File: config.mk
export PLATFORM = sky130hd
export DESIGN_NAME = ReorderBuffer
export DESIGN_NICKNAME = d
export VERILOG_FILES = /design/src/coreCfgPkg.sv /design/src/uopPkg.sv /design/src/ReorderBuffer.sv
export SDC_FILE = /design/constraint.sdc
export NUM_CORES = 1
export LEC_CHECK = 0
export BUFFER_PORTS_ARGS = -buffer_cell sky130_fd_sc_hd__buf_2
export CORE_AREA = 3 3 284 286
export CTS_BUF_LIST = sky130_fd_sc_hd__clkbuf_2 sky130_fd_sc_hd__clkbuf_4 sky130_fd_sc_hd__clkbuf_8
export DETAILED_ROUTE_END_ITERATION = 10
export DIE_AREA = 0 0 287 289
export GPL_TIMING_DRIVEN = 0
export HOLD_SLACK_MARGIN = 0.08
export REMOVE_ABC_BUFFERS = 1
export SYNTH_ARGS = -nofsm -noshare
export SYNTH_HDL_FRONTEND = slang
export SYNTH_SLANG_ARGS = --single-unit
File: constraint.sdc
create_clock -name clk -period 8.8 [get_ports clk]
set_input_delay 0.88 -clock clk [delete_from_list [all_inputs] [get_ports clk]]
set_output_delay 0.88 -clock clk [all_outputs]
set_load 0.1 [all_outputs]
File: src/coreCfgPkg.sv
`default_nettype none

package coreCfgPkg;

    localparam int XLEN = 32;
    localparam int NUM_ARCH_REGS = 16; // x0 reads zero
    localparam int ROB_SIZE = 16;
    localparam int IQ_SIZE = 4;

    typedef logic [XLEN-1:0] Word;
    typedef logic [3:0] ArchReg;
    typedef logic [3:0] Tag; // ROB index doubles as result tag
    typedef logic [4:0] SqN; // extra wrap bit for age compares

    typedef enum logic {
        LONG_DIV,
        LONG_MUL
    } LongFu;

endpackage

`default_nettype wire

File: src/uopPkg.sv
`default_nettype none

package uopPkg;

    typedef enum logic [2:0] {
        OP_ADD,
        OP_SUB,
        OP_AND,
        OP_XOR,
        OP_SLTU,
        OP_MUL,
        OP_DIVU
    } OpCode;

    typedef struct packed {
        logic valid;
        OpCode op;
        coreCfgPkg::ArchReg dst;
        coreCfgPkg::ArchReg srcA;
        coreCfgPkg::ArchReg srcB;
        logic useImm; // imm replaces srcB
        coreCfgPkg::Word imm;
    } DispatchUOp;

    typedef struct packed {
        logic ready;
        coreCfgPkg::Tag tag; // producer when not ready
        coreCfgPkg::Word value;
    } Operand;

    typedef struct packed {
        logic valid;
        OpCode op;
        coreCfgPkg::SqN sqN; // low bits are the result tag
        Operand srcA;
        Operand srcB;
    } IssueUOp;

    typedef struct packed {
        logic valid;
        coreCfgPkg::Tag tag;
        coreCfgPkg::Word value;
    } ResultUOp;

    typedef struct packed {
        logic valid;
        coreCfgPkg::SqN sqN;
        coreCfgPkg::ArchReg dst;
        coreCfgPkg::Word value;
    } CommitUOp;

endpackage

`default_nettype wire

File: src/ReorderBuffer.sv
`default_nettype none

module ReorderBuffer #(
    parameter int DEPTH = 16
) (
    input wire clk,
    input wire reset,
    input wire alloc,
    input wire coreCfgPkg::ArchReg allocDst,
    output coreCfgPkg::Tag tail,
    output logic full,
    input wire coreCfgPkg::Tag readTag,
    output logic readDone,
    output coreCfgPkg::Word readValue,
    input wire uopPkg::ResultUOp result0,
    input wire uopPkg::ResultUOp result1,
    output uopPkg::CommitUOp commit
);
    import coreCfgPkg::*;
    import uopPkg::*;

    logic done[DEPTH];
    ArchReg dst[DEPTH];
    Word value[DEPTH];
    SqN head;
    SqN tailSqN;
    SqN count;

    function automatic logic inFlight(Tag t, SqN h, SqN c);
        Tag off;
        off = t - h[3:0];
        return {1'b0, off} < c;
    endfunction

    assign count = tailSqN - head;
    assign full = count == SqN'(DEPTH);
    assign tail = tailSqN[3:0];
    assign readDone = done[readTag];
    assign readValue = value[readTag];

    always_comb begin
        commit.valid = count != '0 && done[head[3:0]];
        commit.sqN = head;
        commit.dst = dst[head[3:0]];
        commit.value = value[head[3:0]];
    end

    always_ff @(posedge clk) begin
        if (reset) begin
            head <= '0;
            tailSqN <= '0;
            for (int i = 0; i < DEPTH; i++) done[i] <= 1'b0;
        end else begin
            if (result0.valid) begin
                done[result0.tag] <= 1'b1;
                value[result0.tag] <= result0.value;
            end
            if (result1.valid) begin
                done[result1.tag] <= 1'b1;
                value[result1.tag] <= result1.value;
            end
            if (alloc) begin
                done[tail] <= 1'b0;
                dst[tail] <= allocDst;
                tailSqN <= tailSqN + SqN'(1);
            end
            if (commit.valid) head <= head + SqN'(1); // one retire per cycle
        end
    end

    // a lane must only write back into a live entry
    assert property (@(posedge clk) disable iff (reset)
        result0.valid |-> inFlight(result0.tag, head, count));
    assert property (@(posedge clk) disable iff (reset)
        result1.valid |-> inFlight(result1.tag, head, count));

endmodule

`default_nettype wire

== Yosys cells after proc, flatten, opt, wreduce, memory -nomap -nowiden ==
Memories as Yosys holds them, arrays and structs flattened. A register that Yosys moved wholly into a read port is not among the register bits.
Cells that the tools add are included.
W data, S select, Z words.
Storage, ports and cells
  flip-flop bits (word level): 10
  memory bits (writable): 592
  input bits: 85
  memories: 3
Operators by class
  add/sub/neg operators: 3
  equal/unequal tests: 1
  multiplexer cells: 26
  reduce and logical (&&, ||, !) cells: 5
Memories
  value: depth 16, width 32, read ports 2, clocked after memory_dff 1, wr ports 2, line ReorderBuffer.sv:24  | Word value[DEPTH];
  dst: depth 16, width 4, read ports 1, clocked after memory_dff 1, wr ports 1, line ReorderBuffer.sv:23  | ArchReg dst[DEPTH];
  done: depth 16, width 1, read ports 2, clocked after memory_dff 1, wr ports 16, line ReorderBuffer.sv:22  | logic done[DEPTH];
Operators by type and width (count)
  $mux W4: 9
  $mux W1: 17
  $add A5 B1 Y5 const B: 2
  $eq A5 B5 Y1 const B: 1
  $reduce_bool A5 Y1: 1
  $sub A5 B5 Y5: 1
  $reduce_or A1 Y1: 3
  $logic_and A1 B1 Y1: 1

== Depth between registers and ports, before layout ==
  depth after elaboration: 5
  gate-level depth with buffers: 8

== Least setup slack after synthesis ==
No wires, ideal clock.
  path type: reg-to-output
  start point: register head[2]
  end point: output full
  arrival time: 6610 ps
  data required time: 7920 ps
  path slack: 1310 ps
  cell stages (with the launch flop): 7
  path buffers: 0
  cell sequence: dfxtp_1 inv_1 ha_1 and3b_1 nor2_1 mux2i_1 a2111oi_0
On the way
  cells in the longest elaborated chain, start to end: 2
Ends and longest elaborated chain
  start: declaration: line ReorderBuffer.sv:25  | SqN head;
  start signal: assignment: line ReorderBuffer.sv:67  | if (commit.valid) head <= head + SqN'(1);
  $sub A5 B5 Y5: line ReorderBuffer.sv:35  | assign count = tailSqN - head;
  $eq A5 B5 Y1: line ReorderBuffer.sv:36  | assign full = count == SqN'(DEPTH);
  end: declaration: line ReorderBuffer.sv:11  | output logic full,
No other way between the ends.

==> summary.txt <==
Run status
  – Run status: completed

Die
  – Area of the placeable core: 0.0786 mm2
  – Vertical die dimension: just under 300 um
  – Effective utilization at floorplan: about 43%
  – Standard-cell rows: about 100
  – Die Span X: ~290 um
  – Die ar.: 0.0829 mm2
  – Top-level I/O count: about 170

Setup path
  – Critical Path End Type: output pin
  – Worst path top cell family by delay: multiplexers
  – Depth of the critical timing path with buffers and inverters included: 5
  – Buffer and inverter count on the worst path: 3
  – Cell-by-cell listing of the critical path: buf_12 -> buf_16 -> mux4_2 -> mux4_1 -> buf_2
  – Crit path arrival time: about 3.6 ns
  – Worst reg2reg setup slack: slightly below 6 ns
  – Worst setup path category: register to output pin
  – Crit path required time: a little under 8 ns
  – Kind of start point of the critical path: register
  – Slowest CP cell: sky130_fd_sc_hd__dfxtp_4
  – Depth of the worst register-to-register path: 6
  – Endpoint of the worst register-to-register path: head[0]
  – Beginning of the worst register-to-register path: tailSqN[2]
  – Crit-path max FO: 37
  – Setup crit end: commit[31]
  – Largest stage delay, worst path: 0.66 ns

GRT
  – Overflow left after global routing: 0
  – Wire length of the first global-routing pass: about 150000 um
  – Antenna violations before repair: 17
  – Fraction of met1 tracks used by global routing: between 30% and 40%
  – Met3 track utilization from global routing: under 10%
  – Vias in the first global route: 21100
  – Maximum number of pins on one net before global-route repair: 70
  – Peak-usage layer in the global routing report: met2
  – Aggregate global-route resource usage: 25.4%
  – Met2 track demand over resource in global routing: between 40% and 50%

Job
  – Max-Cap Viols: 0

Clock network
  – Number of post-CTS setup repair buffers: 0
  – Worst skew pair latency: 0.72 ns
  – Number of H-tree branching levels: 3
  – Clock root cell: sky130_fd_sc_hd__clkbuf_8
  – Max clock buf depth: 3
  – Clock tree from TritonCTS: done
  – Num CTS Buffers: between 100 and 150
  – Clock-pin slew on the worst setup and hold paths: roughly 0.060 ns
  – Count of cells resized by post-cts repair: 0
  – Number of sinks handled by clock tree synthesis: just over 600
  – Number of buffers inserted for hold repair after clock tree synthesis: 0

Synth
  – Number of enable flip-flop cells after synthesis: ~580
  – Share of the synthesized netlist area taken by xor and xnor gates: less than 1%
  – Syn avg cell area: 18.1 um2
  – Count of cell types in the netlist: 48
  – Mux cell area share after synthesis: between 40 and 50%
  – Proportion of netlist area held by the largest area contributor: around 52%
  – Cell type contributing the most total cell area after synthesis: sky130_fd_sc_hd__edfxtp_1
  – Share of the yosys chip area belonging to registers: 53.4%
  – Simple-gate portion of the synthesized area: about 1.7%
  – Synthesis Warnings: 0
  – Post-synthesis cell count: 1856
  – Number of synthesized register bits: slightly above 600
  – Main area contributors after synthesis: sky130_fd_sc_hd__edfxtp_1 (52%), sky130_fd_sc_hd__mux4_2 (23%), sky130_fd_sc_hd__mux2_2 (17%), sky130_fd_sc_hd__dfxtp_1 (1.8%), sky130_fd_sc_hd__clkbuf_1 (1.5%)
  – Area share of fa/ha/maj cells after synthesis: 0.336%
  – Area fraction in compound gates after synthesis: less than 1%
  – Summed instance area of the synthesized netlist: around 0.034 mm2
  – Most used flip-flop cell after synthesis: sky130_fd_sc_hd__edfxtp_1
  – Async S/R FF share, synth: 0%
  – Dominant combinational cell family by area after synthesis: multiplexers

STA
  – Share of the cycle needed by the critical path after routing: between 50 and 60%
  – Worst hold margin: around 0.5 ns
  – Pins over their slew limit: 0
  – Worst rel slew slack: 10.9%
  – Setup repair after global routing missed its margin: no
  – Minimum clock period: ~4.4 ns
  – Final hold viol count: 0
  – Total setup violations reported at the end of the flow: 0
  – Setup ws final: roughly 4.4 ns
  – Max Clock Skew: roughly 0.01 ns
  – Slew at the pin with the worst max-slew slack: between 1 and 1.5 ns
  – Fmax: approximately 220 MHz

Cells and area
  – Fraction of layout instances using a drive strength above 1: 62.5%
  – Number of fill cells in the layout: about 6600
  – Commonest cells after routing, fill and taps aside: sky130_fd_sc_hd__edfxtp_1 (576), sky130_fd_sc_hd__mux2_2 (511), sky130_fd_sc_hd__mux4_2 (346)
  – Most common cell after layout, fill and taps aside: sky130_fd_sc_hd__edfxtp_1
  – Cell Count, Final, Fillers Out: roughly 3100
  – Synthesis-to-finish area growth: 15.9%
  – Final core area utilization: 49.4%
  – # nets final: 2086

Route
  – Router iterations before antenna repair: 5
  – Number of DRC violations after detailed-routing iteration 0: between 2000 and 2500
  – Via-to-Cell Ratio: about 6.3
  – Total number of vias: 19800
  – DRC violations left: 0
  – Routed Wire Length: about 110000 um
  – Count of antenna-violating nets left after detailed routing: 0
  – Average wire per cell in the routed design: 33.5 um

Place
  – I/O Buffers: between 150 and 200
  – HPWL after DPL: ~65000 um
  – Global placer's final weighted congestion: 0.785
  – Instance count after placement with tap cells included: around 2900
  – Worst-case setup slack after placement: about 4.0 ns

Pwr
  – Worst vdd rail ir drop: 0.111 mV
  – Total power per unit cell area: between 150 and 200 mW/mm2
  – P_leak: between 10 and 15 nW

Min path
  – Startpoint of the lowest-slack hold path: done[1]
  – Type of the tightest min-delay check: register to register
sequential cells by signal, summed over array words and instances (netlist names), named ones only:
| register | cells |
|---|---|
| dst | 64 |
| tailSqN | 5 |
| head | 5 |
| value | 512 |
| done | 16 |
metal layers:
layer	vias to the layer above	share of wire (%)
li1	8083	-
met1	10500	38
met2	912	52
met3	219	6.7
met4	4	3.1
met5	-	0.020
power by group:
part,internal [mW],switching (mW),leakage (nW)
sequential,3.23,0.0304,5.45
combinational,0.315,0.510,5.95
clock,1.41,1.21,1.10
total,4.95,1.75,12.5
through the flow:
step | power (mW) | TNS [ns] | area [um2]
floorplan | 3.85 | -0.586 | 32700
global route | 6.93 | 0 | 38800
CTS | 6.75 | 0 | 38800
global placement | 4.13 | -1218.67 | 34800
finish | 6.70 | 0 | 38800
detailed placement | 4.14 | 0 | 36700
worst reg2reg max path: cells and delay by family (launching register included):
kind                       cells  cell delay (ns)
DFF                            1             0.62
adders and majority gates      1             0.38
and+or+nand+nor                1             0.14
AOI/OAI and AO/OA              4             1.70
synthesized netlist by cell type (2+ instances only):
cell and number:
sky130_fd_sc_hd__edfxtp_1 576, sky130_fd_sc_hd__mux2_2 511, sky130_fd_sc_hd__mux4_2 346, sky130_fd_sc_hd__clkbuf_1 134, sky130_fd_sc_hd__buf_1 38, sky130_fd_sc_hd__dfxtp_1 30
sky130_fd_sc_hd__buf_2 27, sky130_fd_sc_hd__nor2_1 24, sky130_fd_sc_hd__a21oi_1 19, sky130_fd_sc_hd__nor2b_1 18, sky130_fd_sc_hd__nand2_1 16, sky130_fd_sc_hd__o21ai_0 12
sky130_fd_sc_hd__and2_1 10, sky130_fd_sc_hd__ha_1 9, sky130_fd_sc_hd__inv_1 6, sky130_fd_sc_hd__nand2b_1 5, sky130_fd_sc_hd__nand3_1 5, sky130_fd_sc_hd__o21bai_1 5
sky130_fd_sc_hd__buf_4 4, sky130_fd_sc_hd__mux2i_1 4, sky130_fd_sc_hd__nand4_1 4, sky130_fd_sc_hd__xor2_1 4, sky130_fd_sc_hd__a2bb2oi_1 3, sky130_fd_sc_hd__and3_1 3
sky130_fd_sc_hd__mux4_1 3, sky130_fd_sc_hd__nand3b_1 3, sky130_fd_sc_hd__nor3_1 3, sky130_fd_sc_hd__o21ba_2 3, sky130_fd_sc_hd__o31ai_1 3, sky130_fd_sc_hd__or4_1 3
sky130_fd_sc_hd__xnor2_1 3, sky130_fd_sc_hd__buf_6 2, sky130_fd_sc_hd__mux2_1 2, sky130_fd_sc_hd__nor4bb_1 2, sky130_fd_sc_hd__o22a_1 2, sky130_fd_sc_hd__or3_1 2
worst min path at each step:
| stage | end | slack [ns] | cells past startpoint |
|---|---|---|---|
| floorplan | done[15] | 0.47 | 2 |
| global placement | done[9] | 0.50 | 2 |
| detailed placement | done[1] | 0.50 | 2 |
| CTS | tailSqN[0] | 0.46 | 3 |
| global route | dst[13][3] | 0.53 | 1 |
| finish | done[1] | 0.52 | 2 |
logic make-up after synthesis:
kind of cell	Yosys count
flops	606
mux	866
buf+inv	213
fa+ha+maj	9
xor+xnor	7
simple gates	103
compound gates	52
cell type report:
cell class                 instances  area [um2]  area share (%)
tap                             1050        1310            3.38
timing repair buffer             235        2410            6.21
multi-input combinational       1037       15000            38.7
clock buffer                     149        1810            4.65
antenna                           13        32.5          0.0838
clock inverter                    41         292           0.751
inverter                           7        26.3          0.0677
sequential                       606       17900            46.1
Note: power is estimated with default switching activity, not from simulation.
