## src/coreCfgPkg.sv

```systemverilog
`default_nettype none

package coreCfgPkg;

    localparam int XLEN = 32;
    localparam int NUM_ARCH_REGS = 16; // x0 reads zero
    localparam int ROB_SIZE = 16;
    localparam int IQ_SIZE = 4;

    typedef logic [XLEN-1:0] Word;
    typedef logic [3:0] ArchReg;
    typedef logic [3:0] Tag; // ROB index doubles as result tag
    typedef logic [4:0] SqN; // extra wrap bit for age compares

    typedef enum logic {
        LONG_DIV,
        LONG_MUL
    } LongFu;

endpackage

`default_nettype wire

```

## src/uopPkg.sv

```systemverilog
`default_nettype none

package uopPkg;

    typedef enum logic [2:0] {
        OP_ADD,
        OP_SUB,
        OP_AND,
        OP_XOR,
        OP_SLTU,
        OP_MUL,
        OP_DIVU
    } OpCode;

    typedef struct packed {
        logic valid;
        OpCode op;
        coreCfgPkg::ArchReg dst;
        coreCfgPkg::ArchReg srcA;
        coreCfgPkg::ArchReg srcB;
        logic useImm; // imm replaces srcB
        coreCfgPkg::Word imm;
    } DispatchUOp;

    typedef struct packed {
        logic ready;
        coreCfgPkg::Tag tag; // producer when not ready
        coreCfgPkg::Word value;
    } Operand;

    typedef struct packed {
        logic valid;
        OpCode op;
        coreCfgPkg::SqN sqN; // low bits are the result tag
        Operand srcA;
        Operand srcB;
    } IssueUOp;

    typedef struct packed {
        logic valid;
        coreCfgPkg::Tag tag;
        coreCfgPkg::Word value;
    } ResultUOp;

    typedef struct packed {
        logic valid;
        coreCfgPkg::SqN sqN;
        coreCfgPkg::ArchReg dst;
        coreCfgPkg::Word value;
    } CommitUOp;

endpackage

`default_nettype wire

```

## src/Divide.sv

```systemverilog
`default_nettype none

module Divide (
    input wire clk,
    input wire reset,
    input wire start,
    input wire coreCfgPkg::Tag tag,
    input wire coreCfgPkg::Word dividend,
    input wire coreCfgPkg::Word divisor,
    output logic busy,
    output logic finishNext,
    output uopPkg::ResultUOp result
);
    import coreCfgPkg::*;
    import uopPkg::*;

    Word rem;
    Word quo; // dividend shifts out as quotient bits shift in
    Word div;
    Tag curTag;
    logic [4:0] cnt;
    logic [63:0] nextStep;

    // restoring step that turns a zero divisor into an all-ones quotient
    function automatic logic [63:0] step(Word r, Word q, Word d);
        logic [32:0] trial;
        trial = {r, q[31]};
        if (trial >= {1'b0, d}) begin
            trial = trial - {1'b0, d};
            return {trial[31:0], q[30:0], 1'b1};
        end
        return {trial[31:0], q[30:0], 1'b0};
    endfunction

    assign nextStep = busy ? step(rem, quo, div) : step('0, dividend, divisor);
    assign finishNext = busy && cnt == 5'd1;

    always_ff @(posedge clk) begin
        if (reset) begin
            busy <= 1'b0;
            result.valid <= 1'b0;
        end else begin
            result.valid <= finishNext;
            if (start) begin // first step happens on load
                busy <= 1'b1;
                cnt <= 5'd31;
                div <= divisor;
                curTag <= tag;
            end else if (busy) begin
                cnt <= cnt - 5'd1;
                if (finishNext) busy <= 1'b0;
            end
        end
        {rem, quo} <= nextStep;
        result.tag <= curTag;
        result.value <= nextStep[31:0];
    end

endmodule

`default_nettype wire

```

## src/Multiply.sv

```systemverilog
`default_nettype none

module Multiply (
    input wire clk,
    input wire reset,
    input wire start,
    input wire coreCfgPkg::Tag tag,
    input wire coreCfgPkg::Word a,
    input wire coreCfgPkg::Word b,
    output logic finishNext,
    output uopPkg::ResultUOp result
);
    import coreCfgPkg::*;
    import uopPkg::*;

    logic s1Valid;
    logic s2Valid;
    Tag s1Tag;
    Tag s2Tag;
    Word s1A;
    Word s1B;
    Word s2Prod; // low half only

    always_ff @(posedge clk) begin
        if (reset) begin
            s1Valid <= 1'b0;
            s2Valid <= 1'b0;
            result.valid <= 1'b0;
        end else begin
            s1Valid <= start;
            s2Valid <= s1Valid;
            result.valid <= s2Valid;
        end
        s1Tag <= tag;
        s1A <= a;
        s1B <= b;
        s2Tag <= s1Tag;
        s2Prod <= s1A * s1B;
        result.tag <= s2Tag;
        result.value <= s2Prod;
    end

    assign finishNext = s2Valid;

endmodule

`default_nettype wire

```

## src/ExecLane.sv

```systemverilog
`default_nettype none

module ExecLane #(
    parameter coreCfgPkg::LongFu LONG_KIND = coreCfgPkg::LONG_DIV
) (
    input wire clk,
    input wire reset,
    input wire uopPkg::IssueUOp issue,
    output uopPkg::ResultUOp result,
    output logic blockInt,
    output logic blockLong
);
    import coreCfgPkg::*;
    import uopPkg::*;

    ResultUOp aluRes;
    ResultUOp longRes;
    logic longFinishNext;
    logic isLong;

    function automatic Word aluCompute(OpCode op, Word a, Word b);
        case (op)
            OP_ADD: return a + b;
            OP_SUB: return a - b;
            OP_AND: return a & b;
            OP_XOR: return a ^ b;
            default: return {31'b0, a < b}; // sltu
        endcase
    endfunction

    assign isLong = issue.op == OP_MUL || issue.op == OP_DIVU;

    always_ff @(posedge clk) begin
        if (reset) aluRes.valid <= 1'b0;
        else aluRes.valid <= issue.valid && !isLong;
        aluRes.tag <= issue.sqN[3:0];
        aluRes.value <= aluCompute(issue.op, issue.srcA.value, issue.srcB.value);
    end

    if (LONG_KIND == LONG_DIV) begin : gDiv
        logic divBusy;
        logic divPending; // latched DIVU waiting one cycle to start
        Tag divTag;
        Word divA;
        Word divB;

        always_ff @(posedge clk) begin
            if (reset) divPending <= 1'b0;
            else divPending <= issue.valid && isLong;
            divTag <= issue.sqN[3:0];
            divA <= issue.srcA.value;
            divB <= issue.srcB.value;
        end

        Divide div (
            .clk(clk),
            .reset(reset),
            .start(divPending),
            .tag(divTag),
            .dividend(divA),
            .divisor(divB),
            .busy(divBusy),
            .finishNext(longFinishNext),
            .result(longRes)
        );
        assign blockLong = divBusy || divPending;
    end else begin : gMul
        Multiply mul (
            .clk(clk),
            .reset(reset),
            .start(issue.valid && isLong),
            .tag(issue.sqN[3:0]),
            .a(issue.srcA.value),
            .b(issue.srcB.value),
            .finishNext(longFinishNext),
            .result(longRes)
        );
        assign blockLong = 1'b0; // fully pipelined
    end

    assign blockInt = longFinishNext;
    assign result = longRes.valid ? longRes : aluRes;

    // blockInt has to keep the ALU off the long unit's writeback slot
    assert property (@(posedge clk) disable iff (reset) !(aluRes.valid && longRes.valid));

endmodule

`default_nettype wire

```

## config.mk

```make
export PLATFORM = sky130hd
export DESIGN_NAME = ExecLane
export DESIGN_NICKNAME = d
export VERILOG_FILES = /design/src/coreCfgPkg.sv /design/src/uopPkg.sv /design/src/Divide.sv /design/src/Multiply.sv /design/src/ExecLane.sv
export SDC_FILE = /design/constraint.sdc
export NUM_CORES = 1
export LEC_CHECK = 0
export BUFFER_PORTS_ARGS = -buffer_cell sky130_fd_sc_hd__buf_2
export CORE_MARGIN = 2
export CORE_UTILIZATION = 34
export CTS_BUF_LIST = sky130_fd_sc_hd__clkbuf_4
export CTS_CLUSTER_SIZE = 8
export DETAILED_ROUTE_END_ITERATION = 8
export SLEW_MARGIN = 20
export SYNTH_ARGS = -nofsm -noshare
export SYNTH_HDL_FRONTEND = slang
export SYNTH_SLANG_ARGS = --single-unit
```

## constraint.sdc

```tcl
create_clock -name clk -period 4.6 [get_ports clk]
set_input_delay 1.38 -clock clk [delete_from_list [all_inputs] [get_ports clk]]
set_output_delay 1.38 -clock clk [all_outputs]
set_load 0.02 [all_outputs]
```

Yosys cells after proc, flatten, opt, wreduce, memory -nomap -nowiden
Cells that the tools add are included.
{"block": "totals", "wordCells": 56, "regBits": 213, "in_bits": 85}
{"block": "op_classes", "reduce_logical": 10, "mux": 15, "n_eq_ne": 6, "bitwise": 3, "n_lt_le_gt_ge": 3, "add_sub_neg": 5}
{"op": "$mux 64", "count": 5}
{"op": "$pmux 32 s4", "count": 1}
{"op": "$mux 32", "count": 2}
{"op": "$sub 32x32->32", "count": 2}
{"op": "$mux 37", "count": 1}
{"op": "$ge 33x32->1", "count": 1}
{"op": "$add 32x32->32", "count": 1}
{"op": "$and 32x32->32", "count": 1}
{"op": "$ge 1x32->1", "count": 1}
{"op": "$lt 32x32->1", "count": 1}
{"op": "$sub 1x32->32", "count": 1}
{"op": "$xor 32x32->32", "count": 1}
{"op": "$eq 3x2->1 const B", "count": 2}
{"op": "$eq 3x3->1 const B", "count": 2}
{"op": "$eq 5x1->1 const B", "count": 1}
{"op": "$mux 1", "count": 5}
{"op": "$mux 5", "count": 1}
{"op": "$sub 5x1->5 const B", "count": 1}
{"op": "$reduce_and 2->1", "count": 2}
{"op": "$eq 3x1->1 const B", "count": 1}
{"op": "$logic_and 1x1->1", "count": 3}
{"op": "$logic_not 3->1", "count": 1}
{"op": "$logic_or 1x1->1", "count": 2}
{"op": "$reduce_bool 2->1", "count": 1}
{"op": "2 further kinds", "count": 2}

Longest topological paths before layout
{"block": "depth", "word_depth": 5, "ltp_mapped": 15, "ltp_nobuf": 14}

Hierarchy
A second synthesis with hierarchy kept.
{"block": "unflattened", "cells_unflattened": 1447, "hier_area_um2": 12985.0}
{"module": "ExecLane", "cells_per_inst": 873, "seq_area_each_um2": 2042.0, "area_each_um2": 7086.8, "n_inst": 1}
{"module": "Divide", "cells_per_inst": 574, "seq_area_each_um2": 2632.5, "area_each_um2": 5898.2, "n_inst": 1}

Worst setup path after synthesis
Ideal clock, no wire load.
{"block": "synth_timing", "path_type": "input to register", "startpoint": "in issue[8] (netlist name)", "endpoint": "reg aluRes[31] (netlist name)", "setup_slack_ps": 572, "setup_ps": 73, "cell_stages": 12, "arrival_ps": 3954, "n_path_buf": 1, "required_ps": 4527, "path_cell_list": "inv_1 > ha_1 > buf_6 > nor4_4 > nand2_1 > a211oi_2 > nor2_1 > o41a_1 > o41ai_4 > a221oi_2 > or4_1 > o211ai_2"}
{"block": "synth_between", "elab_chain_cells": 2, "word_cells_on_any_way": 3, "cone_classes": "add/sub (2); mux (1)"}
{"element": "from (decl)", "line": "ExecLane.sv:8", "rtl": "input wire uopPkg::IssueUOp issue,"}
{"element": "$sub 32x32->32 / $add 32x32->32 (equally long branches)", "line": "ExecLane.sv:24, ExecLane.sv:23"}
{"element": "$pmux 32 s4 (*)", "line": "ExecLane.sv:22", "rtl": "case (op)"}
{"element": "to (decl)", "line": "ExecLane.sv:16", "rtl": "ResultUOp aluRes;"}
Mark *: on every way between the ends. The rest lies on a longest branch, timed or not.
A chain may end at the register's enable or synchronous reset.

==> impl_results.md <==
* Met2 Track Usage GR at 0.333
* Reg area at approximately 4700 um^2
* CTS Hold Bufs at 0
* Hold_sp: gDiv.div.curTag[0]
* Slew HR at 0.286
* Rows at 70
* Number of clock sinks at ~210
* CP required at 5220 ps
* Layout fillers at 3,716
* Initial core utilization at 0.343
* Vias in the first global route at about 11,000
* Grt met1 use at 0.240
* CP Capture Type: flip-flop
* Fmax at between 200 and 300 MHz
* Setup TNS at 0 ps
* Main synth FF type: dfxtp_1
* Pwr dens at between 300 and 400 nW/um^2
* Total CTS buffers at 56
* Core Area at roughly 36,000 um^2
* First-pass GRT wire length at roughly 60,000 um
* PostCTS Resize Cnt at 0
* Tcrit/Tclk final at 0.852
* R2r setup slk at between 600 and 700 ps
* NumNets Final at between 1,500 and 2,000
* Root buffer cell: clkbuf_4
* CP Class: flip-flop to flip-flop
* IO Pins at roughly 120
* Die area at 38,300 um^2
* Outcome: finished clean
* Max IR drop VDD at 159 uV
* Clock Skews at 44.5 ps
* Yosys cell types at 77
* Wire per inst at roughly 18 um
* Hold Crit Class: flip-flop to flip-flop
* Finished Core Util at 0.395
* Avg Cell Area, Syn at 9.06 um^2
* Pin count of the biggest net entering global routing at 40
* Max-cap violations at 0
* Via density at 5.34
* Final setup viols at 0
* Clk_lat worst skew at about 740 ps
* Arrival time worst endpoint at 4540 ps
* Total number of yosys warnings at 0
* Post-synth EDFFs at roughly 40
* # Post-CTS Setup Buffers at 0
* Worst r2r dst: gDiv.div.rem[30]
* Die span in y at 196 um
* RePlAce Congestion at around 0.92
* CTS H-tree lvls at 2
* CTS Buffer Depth at 3
* Slew Viols, Final at 0
* Worst r2r path cells at 14
* GR Layer Usage met3 at 0.0375
* Worst slew pin tran at roughly 1100 ps
* Critical path startpoint category: flip-flop
* Area added between synthesis and finish at 15.3%
* Die Wd at ~200 um
* Share of cells above drive strength 1 at 0.211
* GR Overflow Total at 0
* Drt pass-1 iters at 5
* DRC Markers at 0
* Post-Route WL at 36,800 um
* CP Max Fanout at 4
* Syn_nets at around 1,600
* Leak at roughly 6.5 nW
* Async SR Flop Fraction at 0
* CTS clock-pin slew for the worst setup and hold paths at approximately 70 ps
* RSZ-0062 raised after global routing: false
* Syn Inst Count at approximately 1,400
* Hold path depth at 0
* Via Count at approximately 11,000
* Gr busiest metal: met2
* GRT Total Usage at 0.193
* Worst r2r src: gDiv.div.result[31]
* Worst Hold Endpoint: gDiv.div.result[32]
* I/O Buffers at roughly 110
* Post-route minimum period at just under 4000 ps
* Final HPWL DP at between 20,000 and 30,000 um
* Final Hold Viols at 0
* CTS tree: yes
* Yosys reg bits at 213
* Mapped cell area at 12,500 um^2
* Multi-input logic area at roughly 7100 um^2
* Register area share after synthesis at 0.374
* Initial antenna violation count at 7
* DRT iter0 DRCs at ~750
* Post-route ant nets at 0
==> worst max path at each step <==
stage / slack (ps) / cells past startpoint / endpoint / startpoint
2_1_floorplan: 570 / 12 / aluRes[31] / issue[8]
5_1_grt: 440 / 14 / gDiv.div.rem[30] / gDiv.div.result[31]
3_3_place_gp: 170 / 13 / aluRes[20] / issue[0]
6_report: 680 / 14 / gDiv.div.rem[30] / gDiv.div.result[31]
4_1_cts: 650 / 14 / gDiv.div.rem[30] / gDiv.div.result[31]
3_5_place_dp: 190 / 12 / aluRes[30] / issue[0]
==> placed cells by master (no fill, tap or decap), drive strengths merged, types with 10 or more instances in the layout <==
cell type | netlist | final
and2 | 14 | 14
a21o | 48 | 48
or2 | 10 | 10
mux2i | 28 | 28
nand2b | 13 | 13
and3 | 14 | 14
xnor2 | 30 | 30
ha | 101 | 101
clkinv | 1 | 17
nand3 | 16 | 16
o21ai | 86 | 86
nand2 | 86 | 86
a21oi | 98 | 98
dfxtp | 172 | 172
o21bai | 14 | 14
nor2 | 102 | 102
a211oi | 20 | 20
a31oi | 15 | 15
nor2b | 13 | 13
edfxtp | 41 | 41
mux2 | 69 | 69
a221o | 10 | 10
xor2 | 20 | 20
buf | 17 | 150
o211ai | 19 | 19
a22oi | 10 | 10
nor4 | 18 | 18
nor3 | 21 | 21
inv | 112 | 114
clkbuf | 48 | 79
==> sequential cells by signal (all words and copies together) (netlist names) <==
signal           flops
aluRes              33
gDiv.div.busy        1
gDiv.div.cnt         5
gDiv.div.curTag      4
gDiv.div.div        32
gDiv.div.rem        32
gDiv.div.result     37
gDiv.divA           32
gDiv.divB           32
gDiv.divPending      1
gDiv.divTag          4
==> per-stage QoR <==
stage | cells | setup slack, ps | instance area, um^2 | hold slack, ps | power (mW)
global placement | 1932 | 171 | 13700 | 326 | 2.92
floorplan | 1379 | 572 | 12500 | 323 | 2.64
detailed placement | 1932 | 187 | 13700 | 334 | 2.93
global route | 2032 | 438 | 14400 | 362 | 4.82
finish | 2034 | 680 | 14400 | 356 | 4.56
CTS | 2030 | 650 | 14400 | 358 | 4.63
==> worst max-delay path: stages, from the launching register on <==
cell and delay [ps]:
dfxtp_1 350, inv_1 70, ha_1 170, inv_1 60, fa_1 410, a21o_1 180, a21oi_1 350, o21ai_1 220
a21o_1 280, a2111oi_0 760, o21ai_0 200, nand2_1 160, o21ai_0 130, xor2_1 150, a221o_1 340
==> where the power goes <==
part / leakage (nW) / internal, mW / total [mW] / switching (mW)
clock network: 0.426 / 0.851 / 1.66 / 0.806
logic: 4.26 / 0.350 / 0.874 / 0.524
registers: 1.81 / 1.99 / 2.03 / 0.0352
==> synth_stat cells, types with 30 or more instances <==
cell	instances	area (um^2)
a21o_1	48	360
a21oi_1	98	490
clkbuf_1	48	180
dfxtp_1	172	3440
edfxtp_1	41	1230
ha_1	101	1260
inv_1	112	420
mux2_2	69	777
nand2_1	86	323
nor2_1	102	383
o21ai_0	85	425
xnor2_1	30	263
==> layout make-up <==
cell class              instances  share of cell area
clock inverters                19             0.00790
diodes                          4            0.000695
well taps                     468              0.0406
multi-input cells             988               0.496
inverters                     113              0.0294
repair buffers                150              0.0596
flip-flops and latches        213               0.325
clock buffers                  79              0.0412
==> logic make-up after synthesis <==
kind of cell    count (synthesis)  synth area share
compound gates                402             0.216
xor+xnor                       50            0.0350
fa+ha+maj                     104             0.106
buf+inv                       178            0.0550
flops                         213             0.374
mux                            97            0.0846
simple gates                  335             0.130
==> routing by layer <==
layer	share of wire	vias up
li1	-	5315
met1	0.44	5176
met2	0.48	288
met3	0.054	70
met4	0.024	4
met5	0.00068	-
Power figures use the tool's default switching activity.
