## src/coreCfgPkg.sv

```systemverilog
`default_nettype none

package coreCfgPkg;

    localparam int XLEN = 32;
    localparam int NUM_ARCH_REGS = 16; // x0 reads zero
    localparam int ROB_SIZE = 16;
    localparam int IQ_SIZE = 4;

    typedef logic [XLEN-1:0] Word;
    typedef logic [3:0] ArchReg;
    typedef logic [3:0] Tag; // ROB index doubles as result tag
    typedef logic [4:0] SqN; // extra wrap bit for age compares

    typedef enum logic {
        LONG_DIV,
        LONG_MUL
    } LongFu;

endpackage

`default_nettype wire

```

## src/uopPkg.sv

```systemverilog
`default_nettype none

package uopPkg;

    typedef enum logic [2:0] {
        OP_ADD,
        OP_SUB,
        OP_AND,
        OP_XOR,
        OP_SLTU,
        OP_MUL,
        OP_DIVU
    } OpCode;

    typedef struct packed {
        logic valid;
        OpCode op;
        coreCfgPkg::ArchReg dst;
        coreCfgPkg::ArchReg srcA;
        coreCfgPkg::ArchReg srcB;
        logic useImm; // imm replaces srcB
        coreCfgPkg::Word imm;
    } DispatchUOp;

    typedef struct packed {
        logic ready;
        coreCfgPkg::Tag tag; // producer when not ready
        coreCfgPkg::Word value;
    } Operand;

    typedef struct packed {
        logic valid;
        OpCode op;
        coreCfgPkg::SqN sqN; // low bits are the result tag
        Operand srcA;
        Operand srcB;
    } IssueUOp;

    typedef struct packed {
        logic valid;
        coreCfgPkg::Tag tag;
        coreCfgPkg::Word value;
    } ResultUOp;

    typedef struct packed {
        logic valid;
        coreCfgPkg::SqN sqN;
        coreCfgPkg::ArchReg dst;
        coreCfgPkg::Word value;
    } CommitUOp;

endpackage

`default_nettype wire

```

## src/RenameDispatch.sv

```systemverilog
`default_nettype none

module RenameDispatch (
    input wire clk,
    input wire reset,
    input wire uopPkg::DispatchUOp dispatch,
    output logic ready,
    input wire coreCfgPkg::Tag robTail,
    input wire robFull,
    output logic robAlloc,
    output coreCfgPkg::Tag robReadTag,
    input wire robReadDone,
    input wire coreCfgPkg::Word robReadValue,
    input wire [1:0] iqFree,
    input wire uopPkg::ResultUOp result0,
    input wire uopPkg::ResultUOp result1,
    input wire uopPkg::CommitUOp commit,
    output uopPkg::IssueUOp iqIn0,
    output uopPkg::IssueUOp iqIn1
);
    import coreCfgPkg::*;
    import uopPkg::*;

    Word regFile[NUM_ARCH_REGS];
    logic mapBusy[NUM_ARCH_REGS];
    logic mapDone[NUM_ARCH_REGS]; // result seen on a bus, not yet retired
    Tag mapTag[NUM_ARCH_REGS];
    Word mapValue[NUM_ARCH_REGS];
    logic wrap;
    logic accept;
    logic toQ0;
    SqN sqN;
    Operand opA;
    Operand opB;
    IssueUOp uop;

    assign ready = !robFull && iqFree[0] && iqFree[1];
    assign accept = dispatch.valid && ready;
    assign robAlloc = accept;
    assign robReadTag = mapTag[dispatch.srcA];
    assign sqN = {wrap, robTail};

    always_comb begin
        opA.tag = mapTag[dispatch.srcA];
        opA.ready = 1'b1;
        if (!mapBusy[dispatch.srcA]) opA.value = regFile[dispatch.srcA];
        else if (robReadDone) opA.value = robReadValue;
        else if (result0.valid && result0.tag == opA.tag) opA.value = result0.value;
        else if (result1.valid && result1.tag == opA.tag) opA.value = result1.value;
        else begin
            opA.ready = 1'b0;
            opA.value = '0;
        end

        // srcB has no ROB port so the map keeps the value caught off the buses
        opB.tag = mapTag[dispatch.srcB];
        opB.ready = 1'b1;
        if (dispatch.useImm) opB.value = dispatch.imm;
        else if (!mapBusy[dispatch.srcB]) opB.value = regFile[dispatch.srcB];
        else if (mapDone[dispatch.srcB]) opB.value = mapValue[dispatch.srcB];
        else if (result0.valid && result0.tag == opB.tag) opB.value = result0.value;
        else if (result1.valid && result1.tag == opB.tag) opB.value = result1.value;
        else begin
            opB.ready = 1'b0;
            opB.value = '0;
        end
    end

    // long ops are pinned while ALU ops alternate by age
    assign toQ0 = dispatch.op == OP_DIVU || (dispatch.op != OP_MUL && !sqN[0]);

    always_comb begin
        uop = '{valid: accept, op: dispatch.op, sqN: sqN, srcA: opA, srcB: opB};
        iqIn0 = uop;
        iqIn1 = uop;
        iqIn0.valid = accept && toQ0;
        iqIn1.valid = accept && !toQ0;
    end

    always_ff @(posedge clk) begin
        if (reset) begin
            wrap <= 1'b0;
            for (int r = 0; r < NUM_ARCH_REGS; r++) begin
                regFile[r] <= '0;
                mapBusy[r] <= 1'b0;
                mapDone[r] <= 1'b0;
            end
        end else begin
            if (accept && &robTail) wrap <= ~wrap;
            for (int r = 0; r < NUM_ARCH_REGS; r++) begin
                if (mapBusy[r] && result0.valid && result0.tag == mapTag[r]) begin
                    mapDone[r] <= 1'b1;
                    mapValue[r] <= result0.value;
                end
                if (mapBusy[r] && result1.valid && result1.tag == mapTag[r]) begin
                    mapDone[r] <= 1'b1;
                    mapValue[r] <= result1.value;
                end
            end
            if (commit.valid && commit.dst != '0) begin
                regFile[commit.dst] <= commit.value;
                if (mapTag[commit.dst] == commit.sqN[3:0]) mapBusy[commit.dst] <= 1'b0;
            end
            if (accept && dispatch.dst != '0) begin // a newer rename wins over commit
                mapBusy[dispatch.dst] <= 1'b1;
                mapDone[dispatch.dst] <= 1'b0;
                mapTag[dispatch.dst] <= robTail;
            end
        end
    end

    // a full ROB takes no new entry, so its tail holds until a slot drains
    assert property (@(posedge clk) disable iff (reset)
        robFull |=> robTail == $past(robTail));

endmodule

`default_nettype wire

```

## config.mk

```make
export PLATFORM = sky130hd
export DESIGN_NAME = RenameDispatch
export DESIGN_NICKNAME = d
export VERILOG_FILES = /design/src/coreCfgPkg.sv /design/src/uopPkg.sv /design/src/RenameDispatch.sv
export SDC_FILE = /design/constraint.sdc
export NUM_CORES = 2
export LEC_CHECK = 0
export BUFFER_PORTS_ARGS = -buffer_cell sky130_fd_sc_hd__buf_2
export CAP_MARGIN = 20
export CORE_MARGIN = 5
export CORE_UTILIZATION = 45
export CTS_CLUSTER_DIAMETER = 30
export CTS_CLUSTER_SIZE = 16
export DETAILED_ROUTE_END_ITERATION = 8
export PLACE_DENSITY = 0.58
export SLEW_MARGIN = 20
export SYNTH_ARGS = -nofsm -noshare
export SYNTH_HDL_FRONTEND = slang
export SYNTH_SLANG_ARGS = --single-unit
```

## constraint.sdc

```tcl
create_clock -name clk -period 11.2 [get_ports clk]
set_input_delay 2.24 -clock clk [delete_from_list [all_inputs] [get_ports clk]]
set_output_delay 2.24 -clock clk [all_outputs]
set_load 0.05 [all_outputs]
```

## After elaboration in Yosys (flattened, before gate mapping)

Memories as Yosys holds them, arrays and structs flattened.
Cells that the tools add are included.

| operators by class | value |
|---|---|
| bitwise logic cells | 49 |
| order comparisons | 0 |
| divide/modulo/power cells | 0 |
| reduce and logical (&&, ||, !) cells | 87 |
| $add $sub $neg | 0 |
| shifts and indexed selects | 0 |
| multiplexer cells | 183 |
| $mul | 0 |
| equality and inequality tests | 39 |

Operators with widths:

| kind | count |
|---|---|
| 2-to-1 mux 32 bit | 26 |
| 2-to-1 mux 1 bit | 154 |
| equality test 4 bit | 37 |
| logical AND 1 bit | 77 |
| OR 1 bit | 48 |
| OR reduction 32 bit | 1 |
| 2-to-1 mux 4 bit | 3 |
| nonzero test 4 bit | 2 |
| AND reduction 4 bit | 1 |
| equality test 3 bit (second input constant) | 1 |
| logical NOT 1 bit | 3 |
| != test 3 bit (second input constant) | 1 |
| OR reduction 1 bit | 2 |
| logical OR 1 bit | 1 |
| inverter 1 bit | 1 |

| storage, ports and cells | value |
|---|---|
| register bits | 1 |
| latch bits | 0 |
| bits in read-only memories | 0 |
| output and inout port bits | 172 |
| memories kept | 5 |
| RAM bits | 1120 |
| logic and storage cells | 364 |
| input bits | 207 |

Memory list:

| memory | words | bits a word | rd ports | clocked after Yosys merged registers in | write ports | RTL line | source |
|---|---|---|---|---|---|---|---|
| mapValue | 16 | 32 | 1 | 0 | 16 | RenameDispatch.sv:28 | `Word mapValue[NUM_ARCH_REGS];` |
| regFile | 16 | 32 | 2 | 0 | 16 | RenameDispatch.sv:24 | `Word regFile[NUM_ARCH_REGS];` |
| mapTag | 16 | 4 | 19 | 0 | 1 | RenameDispatch.sv:27 | `Tag mapTag[NUM_ARCH_REGS];` |
| mapBusy | 16 | 1 | 18 | 0 | 16 | RenameDispatch.sv:25 | `logic mapBusy[NUM_ARCH_REGS];` |
| mapDone | 16 | 1 | 1 | 0 | 17 | RenameDispatch.sv:26 | `logic mapDone[NUM_ARCH_REGS];` |

## Logic depth before layout (Yosys ltp)

| logic depth | value |
|---|---|
| word-level depth | 10 |
| gate-level depth with buffers | 13 |
| depth with buffers taken out | 7 |

## Worst setup path before layout

Ideal clock, no wire load.

| timing | value |
|---|---|
| kind | input to output |
| start | input dispatch[39] (netlist bit) |
| end | output iqIn1[40] (netlist bit) |
| path slack | 2.147 ns |
| path buffers | 4 |
| stages | 9 |
| required time | 8.960 ns |
| arrival | 6.813 ns |
| cell sequence | clkbuf_1 -> buf_1 -> mux2i_1 -> xor2_1 -> or4b_4 -> and3b_1 -> buf_2 -> a221oi_1 -> buf_4 |

RTL lines:

| item | RTL line | source |
|---|---|---|
| from (decl) | RenameDispatch.sv:6 | `input wire uopPkg::DispatchUOp dispatch,` |
| to (decl) | RenameDispatch.sv:19 | `output uopPkg::IssueUOp iqIn1` |

==> results by stage <==
CTS:
- The maximum level of the CTS H-tree is 5.
- Post-CTS repair changed the size of 0 cells.
- The clock-pin slew of the registers on the worst-case setup and hold paths is 50 ps.
- The maximum clock path buffer count is 4.
- Buffers added to address setup during post-CTS repair amount to 0.
- The cell sitting at the root of the clock tree is a clkbuf_16.
- The count of hold buffers inserted by post-cts repair is 0.
- The clock latency at the later pin of the worst-skew pair is 880 ps.
- TritonCTS built the clock tree.
- The number of clock buffers added by TritonCTS is 304.
- The sink count of the clock tree is 1121.

Critical path:
- The required time at the endpoint of the critical path is 8960 ps.
- The dominant cell type by count on the critical path is buf_4.
- The delay of the slowest critical-path stage is 800 ps.
- The sort of element at the end of the critical path is a primary output.
- STA classifies the critical path startpoint as a primary input.
- The critical-path maximum fanout is 89.
- The data arrival time of the critical path is 7130 ps.
- Traced cell by cell, the critical path runs through buf_8, mux4_2, mux4_2, buf_4, clkinv_1, buf_4, and4_2, buf_4, a221oi_1, a21oi_1, buf_2.
- The library cell contributing the largest single delay on the critical path is and4_2.
- The setup path with the least slack is of type in2out.

Floorplan:
- Measured along the y axis, the die boundary spans 381 um.
- The initialized floorplan defines 136 standard-cell rows.
- The area of the die is 145000 um2.
- The x dimension of the die is 381 um.
- Once the floorplan was initialized, standard cells occupied 45.1% of the core.
- The area of the core is 137000 um2.
- 379 I/O pins were placed.

Placement:
- The half-perimeter wire length after detailed placement is 128 mm.
- The routability congestion estimate from global placement is 0.841.
- The post-placement cell area is 65100 um2.
- The count of input and output buffers is 377.

STA:
- Setup repair after global routing left no endpoint under its margin.
- For the final database, setup skew stands at 43.9 ps.
- The final hold violation count came to 0.
- The post-route fraction of the period consumed by the critical path is 83.7%.
- In this run the tightest slew margin relative to its limit is 18.6%.
- The count of final max-slew check failures is 0.
- After layout, the minimum clock period comes to 9370 ps.
- Setup violations remaining at the end of the flow were counted as 0.
- The transition time of the tightest slew-check pin is 1220 ps.
- The setup total negative slack is 0 ps.
- Derived from the worst setup path, the maximum achievable clock frequency is 0.107 GHz.

Logic synthesis:
- The mux share of post-synthesis cell area is 28.9%.
- The synthesized netlist devotes 2.86% of its cell area to compound gates.
- After synthesis, the largest family of logic cells by area is multiplexers.
- The count of warnings emitted by yosys is 0.
- Among all flip-flop cells after synthesis, the most frequent one is edfxtp_1.
- Of the total synthesized cell area, the portion taken by XOR and XNOR cells is 2.00%.
- The synthesized netlist devotes 0% of its cell area to adder and majority cells.
- Counting flops with an async set or reset pin after synthesis yields a share of 0%.
- The mapped cell area is 61900 um2.
- In this run, distinct cell masters in the synthesized netlist total 61.
- Synthesis produced 4055 cells.
- The synthesized netlist devotes 8.45% of its cell area to simple gates.
- In this run, synthesis inferred 1088 flip-flops with an integrated enable.
- The synthesis-stage register bit count is 1121.
- The mean instance size in the synthesized netlist is 15.3 um2.
- The sequential cell area fraction in the yosys report is 53.8%.

Finish:
- In the final layout, the multi-input gates occupy 26600 um2.
- At the end of the flow, the number of nets in the layout was 4568.
- Across the whole layout, storage elements account for 33300 um2.
- The area growth from synthesis to layout is 21.6%.
- The final instance area is 75300 um2.
- The fraction of layout cells with a size suffix above 1 is 44.4%.
- The filler cells instantiated in the layout total 11100.

Detailed routing:
- After detailed routing, the wire length on met1 is 85.7 mm.
- The via-per-instance ratio is 6.36.
- The routed length on met3 is 22.9 mm.
- Once detail routing completed, the nets flagged for antenna violations numbered 0.
- The first detailed-routing pass ran for 5 iterations.
- The number of DRC markers after the initial detailed-route iteration is 5067.
- The via total after detailed routing is 40700.
- The DRC violation count after routing is 0.
- Wire segments on met2 add up to 109 mm in the final route.
- The highest metal layer carrying signal wires in the routed design is met5.
- After detailed routing, the average wire length per cell comes to 35.5 um.
- The routed design has 227 mm of wire.

Global route:
- The via count of the first global-routing pass is 40800.
- The maximum number of pins on one net before global-route repair is 104.
- The total global routing track utilization is 30.9%.
- The first global-routing pass estimated 316 mm of wire.
- The global-route congestion overflow total is 0.
- The number of antenna violations at the first check in global routing is 39.

Status:
- The flow ran to the end, and the final reports show no timing, DRC or antenna violations.

Power:
- The leakage power summed over all cells is 26.6 nW.
- Across the VDD grid, the largest voltage drop is 0.000161 V.
- For this design the ratio of total power to cell area is 197 nW/um2.

Hold path:
- The tightest min-delay check is of the reg2reg type.

Job:
- Max-cap violations in this run came to 0.
==> cell type report <==
| type | count | share of cell area [%] |
|---|---|---|
| flip-flops and latches | 1121 | 44.3 |
| multi-input cells | 2420 | 35.4 |
| clock buffers | 355 | 10.7 |
| repair buffers | 491 | 3.77 |
| well taps | 1794 | 2.98 |
| clock inverters | 175 | 2.68 |
| inverters | 23 | 0.115 |
| diodes | 23 | 0.0765 |
==> cells in the mapped netlist, types with 15 or more instances <==
library cell	number	area, um2
a21oi_1	96	480
nor2b_1	22	138
clkbuf_1	334	1250
nand3_1	26	130
inv_1	20	75.1
buf_2	20	100
o21ai_0	64	320
nor3_1	34	170
edfxtp_1	1088	32700
o41ai_1	15	131
mux2_2	481	5420
nand4_1	55	344
buf_1	73	274
nand2b_1	18	113
a221o_1	17	170
nand2_1	121	454
xor2_1	103	902
a221oi_1	34	298
xnor2_1	38	333
mux2i_1	15	150
and2_1	482	3020
buf_4	96	721
nand3b_1	20	150
dfxtp_1	33	661
nor2_1	128	480
mux4_2	544	12300
==> routing by layer <==
layer	vias up	GRT usage, %
li1	16500	-
met1	21300	39.8
met2	2344	50.2
met3	568	8.33
met4	18	11.8
met5	-	0
==> worst max-delay path: cells and delay by family <==
family	cells	cell delay (ps)
compound gates	2	530
buf+inv	6	2260
mux	2	1070
simple gates	1	800
==> worst paths after layout <==
| path | startpoint | endpoint | slack (ps) | cells past startpoint |
|---|---|---|---|---|
| worst max-delay path | dispatch[34] | iqIn1[28] | 1830 | 11 |
| worst min register to register | mapDone[0]$_SDFF_PP0_ | mapDone[0]$_SDFF_PP0_ | 470 | 1 |
| worst min-delay path | mapDone[0]$_SDFF_PP0_ | mapDone[0]$_SDFF_PP0_ | 470 | 1 |
| worst max register to register | mapTag[7][2]$_DFFE_PP_ | mapValue[7][2]$_DFFE_PP_ | 7800 | 6 |
==> logic make-up after synthesis <==
logic type      Yosys count
other cells               1
simple gates            935
xor+xnor                141
mux                    1044
compound gates          264
buf+inv                 549
flops                  1121
==> cells in the final DEF, fill, tap and decap left out, types with 10 or more instances in the layout <==
master | netlist | routed
mux2_2 | 481 | 481
diode_2 | 0 | 23
xor2_1 | 103 | 103
clkbuf_16 | 0 | 314
nand2b_1 | 18 | 17
and2_1 | 482 | 482
nand3b_1 | 20 | 20
clkinv_2 | 0 | 50
a21oi_1 | 96 | 95
a221oi_1 | 34 | 34
buf_2 | 20 | 368
nor2_1 | 128 | 117
buf_4 | 96 | 114
nand3_1 | 26 | 25
nor2b_1 | 22 | 22
nand2_1 | 121 | 121
mux2i_1 | 15 | 15
o41ai_2 | 0 | 14
edfxtp_1 | 1088 | 1088
mux4_2 | 544 | 543
a221o_1 | 17 | 17
conb_1 | 1 | 36
dfxtp_1 | 33 | 33
clkbuf_1 | 334 | 38
nor3_1 | 34 | 30
clkinvlp_4 | 0 | 26
inv_1 | 20 | 20
o21ai_0 | 64 | 48
o21ai_4 | 0 | 13
nand4_1 | 55 | 55
a221oi_2 | 10 | 10
bufinv_16 | 0 | 43
clkinv_1 | 2 | 45
nor2_4 | 0 | 11
xnor2_1 | 38 | 38
==> sequential cells by signal, indices dropped and copies added (netlist names) <==
signal / flops
mapValue: 512
mapTag: 64
mapBusy: 16
regFile: 512
mapDone: 16
wrap: 1
==> stage by stage <==
stage                     instances  hold slack [ps]  setup WS (ps)  power [mW]  util (%)
after floorplan                4090              426           2150        5.88         -
after global placement         5849              440           1950        6.32      47.5
after detailed placement       5849              448           1900        6.34      47.5
after CTS                      6379              458           1910        14.9      54.8
after global routing           6384              480           1740        15.2      54.8
final                          6402              466           1830        14.8      54.9
==> power by group <==
group	internal [mW]	switching (mW)	total (mW)
logic	0.518	0.977	1.49
registers	4.73	0.0547	4.79
clock network	6.04	2.53	8.57
Note: power is estimated with default switching activity, not from simulation.
